## config.mk

```make
export PLATFORM = sky130hd
export DESIGN_NAME = drac_ctrl_top
export DESIGN_NICKNAME = d
export VERILOG_FILES = /design/src/hdl/riscv_pkg.sv /design/src/hdl/drac_pkg.sv /design/src/hdl/pipeline_ctrl_if.sv /design/src/hdl/control_unit.sv /design/src/hdl/pc_gen.sv /design/src/hdl/stage_valid_chain.sv /design/src/hdl/drac_ctrl_top.sv
export SDC_FILE = /design/constraint.sdc
export NUM_CORES = 1
export LEC_CHECK = 0
export ABC_AREA = 1
export BUFFER_PORTS_ARGS = -buffer_cell sky130_fd_sc_hd__buf_2
export CAP_MARGIN = 20
export CORE_UTILIZATION = 40
export CTS_BUF_LIST = sky130_fd_sc_hd__clkbuf_8
export DETAILED_ROUTE_END_ITERATION = 12
export PLACE_DENSITY = 0.72
export SYNTH_ARGS = -nofsm -noshare
export SYNTH_HDL_FRONTEND = slang
export SYNTH_SLANG_ARGS = --single-unit
```

## constraint.sdc

```tcl
create_clock -name clk_i -period 1.8 [get_ports clk_i]
set_input_delay 0.36 -clock clk_i [delete_from_list [all_inputs] [get_ports clk_i]]
set_output_delay 0.36 -clock clk_i [all_outputs]
set_load 0.05 [all_outputs]
```

## src/hdl/riscv_pkg.sv

```systemverilog
// RISC-V ISA constants

`default_nettype none

package riscv_pkg;

    // width of a fetch address and of the boot vector
    localparam int unsigned PC_BITS = 32;

    // one uncompressed instruction, PC step between sequential fetches
    localparam logic [PC_BITS-1:0] INSN_BYTES = 32'd4;

    // default reset vector
    // start of main memory on most RISC-V boards
    localparam logic [PC_BITS-1:0] DEFAULT_BOOT_PC = 32'h8000_0000;

endpackage : riscv_pkg

`default_nettype wire

```

## src/hdl/drac_pkg.sv

```systemverilog
// DRAC pipeline control encodings

`default_nettype none

package drac_pkg;

    // IF, ID, RR, EXE, WB
    localparam int unsigned NUM_STAGES = 5;

    // stage indices into the flush and stall vectors
    localparam int unsigned STAGE_IF = 0;
    localparam int unsigned STAGE_WB = NUM_STAGES - 1;

    // what the PC register does on the next edge
    typedef enum logic [1:0] {
        // keep current fetch address
        NEXT_PC_SEL_PC   = 2'b00,
        // sequential fetch
        NEXT_PC_SEL_PC_4 = 2'b01,
        // redirect, address picked by jump_addr_sel_t
        NEXT_PC_SEL_JUMP = 2'b10
    } next_pc_sel_t;

    // source of the redirect address
    typedef enum logic [1:0] {
        // jal target from decode
        SEL_JUMP_DECODE = 2'b00,
        // resolved branch target at commit
        SEL_JUMP_COMMIT = 2'b01,
        // trap vector or return address from the CSR file
        SEL_JUMP_CSR    = 2'b10
    } jump_addr_sel_t;

endpackage : drac_pkg

`default_nettype wire

```

## src/hdl/pipeline_ctrl_if.sv

```systemverilog
// Pipeline control bundle

`timescale 1ns/1ps
`default_nettype none

interface pipeline_ctrl_if;
    import drac_pkg::*;

    // per stage, bit 0 is IF and the top bit is WB
    logic [NUM_STAGES-1:0] flush;
    logic [NUM_STAGES-1:0] stall;

    // redirect address source for fetch
    jump_addr_sel_t        sel_addr_if;
    // hold, advance or redirect
    next_pc_sel_t          next_pc;

    // control unit owns every signal
    modport cu (
        output flush,
        output stall,
        output sel_addr_if,
        output next_pc
    );

    // PC generator only needs the fetch decision
    modport pc (
        input next_pc,
        input sel_addr_if
    );

    // valid chain follows flushes and stalls
    modport chain (
        input flush,
        input stall
    );

endinterface : pipeline_ctrl_if

`default_nettype wire

```

## src/hdl/control_unit.sv

```systemverilog
// Pipeline control unit

`timescale 1ns/1ps
`default_nettype none

module control_unit (
    input  logic              clk_i,
    input  logic              rst_i,

    // fetch
    input  logic              valid_fetch_i,

    // decode
    input  logic              id_valid_jal_i,
    input  logic              id_stall_csr_i,

    // register read
    input  logic              rr_stall_csr_i,

    // execute
    input  logic              exe_stall_csr_i,
    input  logic              exe_stall_i,

    // writeback / commit
    input  logic              wb_valid_i,
    input  logic              wb_xcpt_i,
    input  logic              wb_branch_taken_i,
    input  logic              wb_change_pc_ena_i,
    input  logic              wb_ecall_taken_i,
    input  logic              wb_write_enable_i,

    // CSR file
    input  logic              csr_eret_i,
    input  logic              csr_exception_i,
    input  logic              csr_stall_i,

    output logic              rf_write_enable_o,
    pipeline_ctrl_if.cu       ctrl
);
    import drac_pkg::*;

    // trap class events, all go to the CSR vector
    logic                  csr_event;
    // taken branch reaching commit
    logic                  branch_commit;
    // some stage waits on a CSR access
    logic                  csr_stall_any;
    // global front end stall
    logic                  pipe_stall;
    // any redirect of the fetch PC
    logic                  jump_enable;
    // local copy so the IF stall can feed next_pc
    logic [NUM_STAGES-1:0] stall_int;

    always_comb begin
        csr_event     = (wb_valid_i && wb_xcpt_i) ||
                        csr_eret_i ||
                        csr_exception_i ||
                        (wb_valid_i && wb_ecall_taken_i);
        branch_commit = wb_valid_i && wb_branch_taken_i;
        csr_stall_any = id_stall_csr_i || rr_stall_csr_i || exe_stall_csr_i;
        pipe_stall    = csr_stall_i || exe_stall_i;
    end

    // redirect sources
    // a taken branch only moves the PC with change_pc_ena set
    always_comb begin
        jump_enable = csr_event ||
                      (branch_commit && wb_change_pc_ena_i) ||
                      id_valid_jal_i;
    end

    // regfile write at commit
    // dropped when the instruction traps
    always_comb begin
        rf_write_enable_o = wb_valid_i &&
                            !wb_xcpt_i &&
                            !csr_exception_i &&
                            wb_write_enable_i;
    end

    // stalls
    // WB always drains
    always_comb begin
        stall_int = '0;
        if (pipe_stall) begin
            for (int i = STAGE_IF; i < STAGE_WB; i++) begin
                stall_int[i] = 1'b1;
            end
        end
        ctrl.stall = stall_int;
    end

    // next pc decision
    always_comb begin
        if (jump_enable) begin
            ctrl.next_pc = NEXT_PC_SEL_JUMP;
        end else if (!valid_fetch_i || stall_int[STAGE_IF] || csr_stall_any) begin
            // nothing fetched or front end blocked
            ctrl.next_pc = NEXT_PC_SEL_PC;
        end else begin
            ctrl.next_pc = NEXT_PC_SEL_PC_4;
        end
    end

    // redirect address source, traps win over branches
    always_comb begin
        if (csr_event) begin
            ctrl.sel_addr_if = SEL_JUMP_CSR;
        end else if (branch_commit) begin
            ctrl.sel_addr_if = SEL_JUMP_COMMIT;
        end else begin
            ctrl.sel_addr_if = SEL_JUMP_DECODE;
        end
    end

    // flushes
    always_comb begin
        ctrl.flush = '0;
        if (csr_event || branch_commit) begin
            // kill everything younger than commit
            for (int i = STAGE_IF; i < STAGE_WB; i++) begin
                ctrl.flush[i] = 1'b1;
            end
        end else if (csr_stall_any || id_valid_jal_i) begin
            // only the instruction just fetched is wrong
            ctrl.flush[STAGE_IF] = 1'b1;
        end
    end

endmodule : control_unit

`default_nettype wire

```

## src/hdl/pc_gen.sv

```systemverilog
// Fetch program counter

`timescale 1ns/1ps
`default_nettype none

module pc_gen #(
    parameter int unsigned           ADDR_WIDTH = 32,
    parameter logic [ADDR_WIDTH-1:0] RESET_PC   = ADDR_WIDTH'(riscv_pkg::DEFAULT_BOOT_PC)
) (
    input  logic                  clk_i,
    input  logic                  rst_i,

    // redirect targets
    input  logic [ADDR_WIDTH-1:0] id_jump_addr_i,
    input  logic [ADDR_WIDTH-1:0] wb_branch_target_i,
    input  logic [ADDR_WIDTH-1:0] csr_evec_i,

    pipeline_ctrl_if.pc           ctrl,

    output logic [ADDR_WIDTH-1:0] pc_o
);
    import riscv_pkg::*;
    import drac_pkg::*;

    logic [ADDR_WIDTH-1:0] pc_q;
    logic [ADDR_WIDTH-1:0] pc_d;
    // selected redirect address
    logic [ADDR_WIDTH-1:0] jump_addr;

    // redirect mux
    always_comb begin
        case (ctrl.sel_addr_if)
            SEL_JUMP_COMMIT: jump_addr = wb_branch_target_i;
            SEL_JUMP_CSR:    jump_addr = csr_evec_i;
            default:         jump_addr = id_jump_addr_i;
        endcase
    end

    // next value
    always_comb begin
        case (ctrl.next_pc)
            NEXT_PC_SEL_PC_4: pc_d = pc_q + ADDR_WIDTH'(INSN_BYTES);
            NEXT_PC_SEL_JUMP: pc_d = jump_addr;
            // hold, also for the unused code
            default:          pc_d = pc_q;
        endcase
    end

    // one cycle from decision to new pc
    always_ff @(posedge clk_i) begin
        if (rst_i) begin
            pc_q <= RESET_PC;
        end else begin
            pc_q <= pc_d;
        end
    end

    assign pc_o = pc_q;

endmodule : pc_gen

`default_nettype wire

```

## src/hdl/stage_valid_chain.sv

```systemverilog
// Per-stage valid bits

`timescale 1ns/1ps
`default_nettype none

module stage_valid_chain (
    input  logic                            clk_i,
    input  logic                            rst_i,

    // fetch produced an instruction this cycle
    input  logic                            valid_fetch_i,

    pipeline_ctrl_if.chain                  ctrl,

    output logic [drac_pkg::NUM_STAGES-1:0] stage_valid_o
);
    import drac_pkg::*;

    // bit 0 is IF, top bit is WB
    logic [NUM_STAGES-1:0] valid_q;

    always_ff @(posedge clk_i) begin
        if (rst_i) begin
            valid_q <= '0;
        end else begin
            // IF loads straight from the fetch report
            if (!ctrl.stall[STAGE_IF]) begin
                valid_q[STAGE_IF] <= valid_fetch_i;
            end

            // older stages take the younger bit
            // a flushed stage hands on a bubble
            for (int i = STAGE_IF + 1; i < NUM_STAGES; i++) begin
                if (!ctrl.stall[i]) begin
                    valid_q[i] <= valid_q[i-1] && !ctrl.flush[i-1];
                end
            end
        end
    end

    assign stage_valid_o = valid_q;

endmodule : stage_valid_chain

`default_nettype wire

```

## src/hdl/drac_ctrl_top.sv

```systemverilog
// DRAC pipeline control top

`timescale 1ns/1ps
`default_nettype none

module drac_ctrl_top #(
    parameter int unsigned           ADDR_WIDTH = 32,
    parameter logic [ADDR_WIDTH-1:0] RESET_PC   = ADDR_WIDTH'(riscv_pkg::DEFAULT_BOOT_PC)
) (
    input  logic                            clk_i,
    input  logic                            rst_i,

    // stage reports
    input  logic                            valid_fetch_i,
    input  logic                            id_valid_jal_i,
    input  logic                            id_stall_csr_i,
    input  logic                            rr_stall_csr_i,
    input  logic                            exe_stall_csr_i,
    input  logic                            exe_stall_i,
    input  logic                            wb_valid_i,
    input  logic                            wb_xcpt_i,
    input  logic                            wb_branch_taken_i,
    input  logic                            wb_change_pc_ena_i,
    input  logic                            wb_ecall_taken_i,
    input  logic                            wb_write_enable_i,
    input  logic                            csr_eret_i,
    input  logic                            csr_exception_i,
    input  logic                            csr_stall_i,

    // redirect targets from the datapath
    input  logic [ADDR_WIDTH-1:0]           id_jump_addr_i,
    input  logic [ADDR_WIDTH-1:0]           wb_branch_target_i,
    input  logic [ADDR_WIDTH-1:0]           csr_evec_i,

    output logic [ADDR_WIDTH-1:0]           pc_o,
    output logic                            rf_write_enable_o,
    output logic [drac_pkg::NUM_STAGES-1:0] stage_valid_o,
    output logic [drac_pkg::NUM_STAGES-1:0] flush_o,
    output logic [drac_pkg::NUM_STAGES-1:0] stall_o
);

    pipeline_ctrl_if ctrl_if ();

    // decisions, same cycle
    control_unit u_control_unit (
        .clk_i              (clk_i),
        .rst_i              (rst_i),
        .valid_fetch_i      (valid_fetch_i),
        .id_valid_jal_i     (id_valid_jal_i),
        .id_stall_csr_i     (id_stall_csr_i),
        .rr_stall_csr_i     (rr_stall_csr_i),
        .exe_stall_csr_i    (exe_stall_csr_i),
        .exe_stall_i        (exe_stall_i),
        .wb_valid_i         (wb_valid_i),
        .wb_xcpt_i          (wb_xcpt_i),
        .wb_branch_taken_i  (wb_branch_taken_i),
        .wb_change_pc_ena_i (wb_change_pc_ena_i),
        .wb_ecall_taken_i   (wb_ecall_taken_i),
        .wb_write_enable_i  (wb_write_enable_i),
        .csr_eret_i         (csr_eret_i),
        .csr_exception_i    (csr_exception_i),
        .csr_stall_i        (csr_stall_i),
        .rf_write_enable_o  (rf_write_enable_o),
        .ctrl               (ctrl_if.cu)
    );

    // fetch address register
    pc_gen #(
        .ADDR_WIDTH (ADDR_WIDTH),
        .RESET_PC   (RESET_PC)
    ) u_pc_gen (
        .clk_i              (clk_i),
        .rst_i              (rst_i),
        .id_jump_addr_i     (id_jump_addr_i),
        .wb_branch_target_i (wb_branch_target_i),
        .csr_evec_i         (csr_evec_i),
        .ctrl               (ctrl_if.pc),
        .pc_o               (pc_o)
    );

    // in-flight occupancy
    stage_valid_chain u_stage_valid_chain (
        .clk_i         (clk_i),
        .rst_i         (rst_i),
        .valid_fetch_i (valid_fetch_i),
        .ctrl          (ctrl_if.chain),
        .stage_valid_o (stage_valid_o)
    );

    // control levels out to the datapath
    assign flush_o = ctrl_if.flush;
    assign stall_o = ctrl_if.stall;

endmodule : drac_ctrl_top

`default_nettype wire

```

==> metrics.cfg <==
[run_status]
status=completed

[clocking]
clk_pin_slew_worst_paths_ns=0.09
numCtsBuffers=5
clock-sinks=37
cts_tree=yes
htreeDepth=2
insertion_delay_ns=0.30
cts_buffer_depth=2
root_buffer=clkbuf_8

[synth]
synth_area_leader_cell=nand2_1
synth-edff-count=0
ys.flop_type=dfxtp_1
synth_seq_cells=37
synth_most_common_cell=nand2_1
netlist_area_mm2=0.00313
netlist.area_leader.share=0.262
synth.area.top_cells=nand2_1, dfxtp_1, nor2_1, nand3_1, a21oi_1
yosysWarnings=0
netlist_instances=557
avgSynthCellArea_um2=5.62
ys_types=33
synth-seq-area-share=0.237
synthArstFlopShare=0
synth_common_cells=nand2_1, nor2_1, nand3_1

[floorplan]
core-area_mm2=0.00741
fp.dieArea_mm2=0.00818
io_pins=161
rows=31
die_h_um=90.4
start_util=0.422
die_w_um=90.4

[setup_path]
critPathMaxFanout=7
path_class=input pin to output pin
path_common_cell=buf_2
start_kind=input pin
cp_cell_sequence=buf_2 -> o21ai_4 -> nand3_1 -> nor3_1 -> inv_1 -> buf_2
crit_path_max_incr_delay_ns=0.28
worstPathRequired_ns=1.44
worstSetupEndpointType=output pin
reg2reg_depth=8
critPathSlowestCell=o21ai_4
cp.arrival_ns=1.37

[global_route]
grt_max_degree=25
antenna_found_initial=0
grt_pass1_vias=4137
grt_pass1_wl_um=19100
track_usage=0.289
grt-ovfl-total=0

[layout]
final_nets=844
drive_gt1_frac=0.309
n_antenna_cell=0
fin_cells=830
postLayoutCoreUtil=0.584
areaGrowthSynthToFinish_pct=38.4

[detailed_routing]
routed-wl-met2_um=5550
vias=4281
routed-wl-met3_um=650
drt_first_pass_iters=5
routedWlPerCell_um=13.8
drc_errors=0
ant_nets=0
top_layer_used=met4
drtIter0Drc=263
drt-met1-wl_um=5160
drt_wl_total_um=11500
viasPerCell=5.16

[sta]
grt_setup_unrepaired=no
hold_viol=0
max_freq_mhz=577
fin_skew_ns=0.0122
period_share=0.963
tns_ns=0
setup_violations=0
final_max_slew_viol_count=0
fin_crit_ns=1.73

[pwr]
irDropWorstVdd_uv=330
leakagePower_nw=2.08
powerDensity_mw_per_mm2=605

[placed_design]
place_congestion=0.861
post-place-cells=820
hpwl_um=9200
io_buffers=158

[run]
maxCapViolations=0

[min_path]
hold_path_depth=3
hold_class=input pin to flop

-- report_power, final --
group	switching, W	internal [W]
clock network	0.000327	0.000451
logic	0.000576	0.000301
registers	0.0000802	0.000884
-- stage by stage --
step	total power, W	setup WS [ns]	hold WS (ns)	area (um^2)
global route	0.00276	0.00336	0.338	4330
detailed placement	0.00185	-0.00619	0.444	4180
global placement	0.00184	0.0512	0.442	4180
CTS	0.00263	0.0362	0.327	4300
floorplan	0.00153	-0.111	0.530	3160
finish	0.00262	0.0669	0.336	4330
-- per-layer routing --
| layer | vias up | GRT usage |
|---|---|---|
| li1 | 2156 | - |
| met5 | - | 0 |
| met2 | 166 | 0.532 |
| met3 | 11 | 0.0354 |
| met4 | 0 | 0.0578 |
| met1 | 1948 | 0.359 |
-- flip-flops by register name, summed over array words and instances (netlist names) --
register / cells
u_pc_gen.pc_o: 32
u_stage_valid_chain.stage_valid_o: 5
-- layout make-up --
cell class	instances	area, um^2
Clock buffer	6	82.6
Clock inverter	2	37.5
Fill cell	803	3080
Inverter	33	128
Multi-Input combinational cell	457	2100
Sequential cell	37	743
Tap cell	99	124
Timing Repair Buffer	196	1110
-- kinds of logic after synthesis --
family          synth area share
flops                      0.237
fa+ha+maj                0.00400
simple gates               0.510
compound gates             0.130
other cells              0.00120
buf+inv                   0.0980
xor+xnor                  0.0196
-- what timing repair did --
item,4_1_cts,5_1_grt
hold buffers,0,0
gates resized for setup,0,4
setup endpoints to repair,0,11
setup buffers,0,2
-- worst paths after layout --
check                                                    startpoint                                                 to  slack (ns)
setup / recovery                                          wb_xcpt_i                                         flush_o[0]        0.07
hold / removal                                        valid_fetch_i  u_stage_valid_chain.stage_valid_o[0]$_SDFFE_PP0N_        0.34
setup reg to reg                      u_pc_gen.pc_o[2]$_SDFFE_PP0P_                     u_pc_gen.pc_o[16]$_SDFFE_PP0P_        0.10
hold reg to reg   u_stage_valid_chain.stage_valid_o[3]$_SDFFE_PP0N_    u_stage_valid_chain.stage_valid_o[4]$_SDFF_PP0_        0.46
-- worst max-delay path: cells and delay by family --
family | cells | cell delay [ns]
buffers and inverters | 3 | 0.40
AND/OR/NAND/NOR | 2 | 0.31
AO/OA/AOI/OAI | 1 | 0.28
-- layout by cell type (no fill, tap or decap), types with 3 or more instances in the layout --
cell / count
a21oi_1: 33
nand3b_1: 5
o21ai_0: 30
xor2_1: 4
xnor2_1: 3
nand4_1: 24
nand3_1: 38
o21ai_1: 3
inv_1: 30
dfxtp_1: 35
nor2_2: 5
buf_4: 35
clkbuf_8: 6
nand2_1: 218
buf_2: 158
nor2_1: 67
nor2_4: 3
nor3_1: 5
buf_12: 3
(Power assumes the default switching activity.)
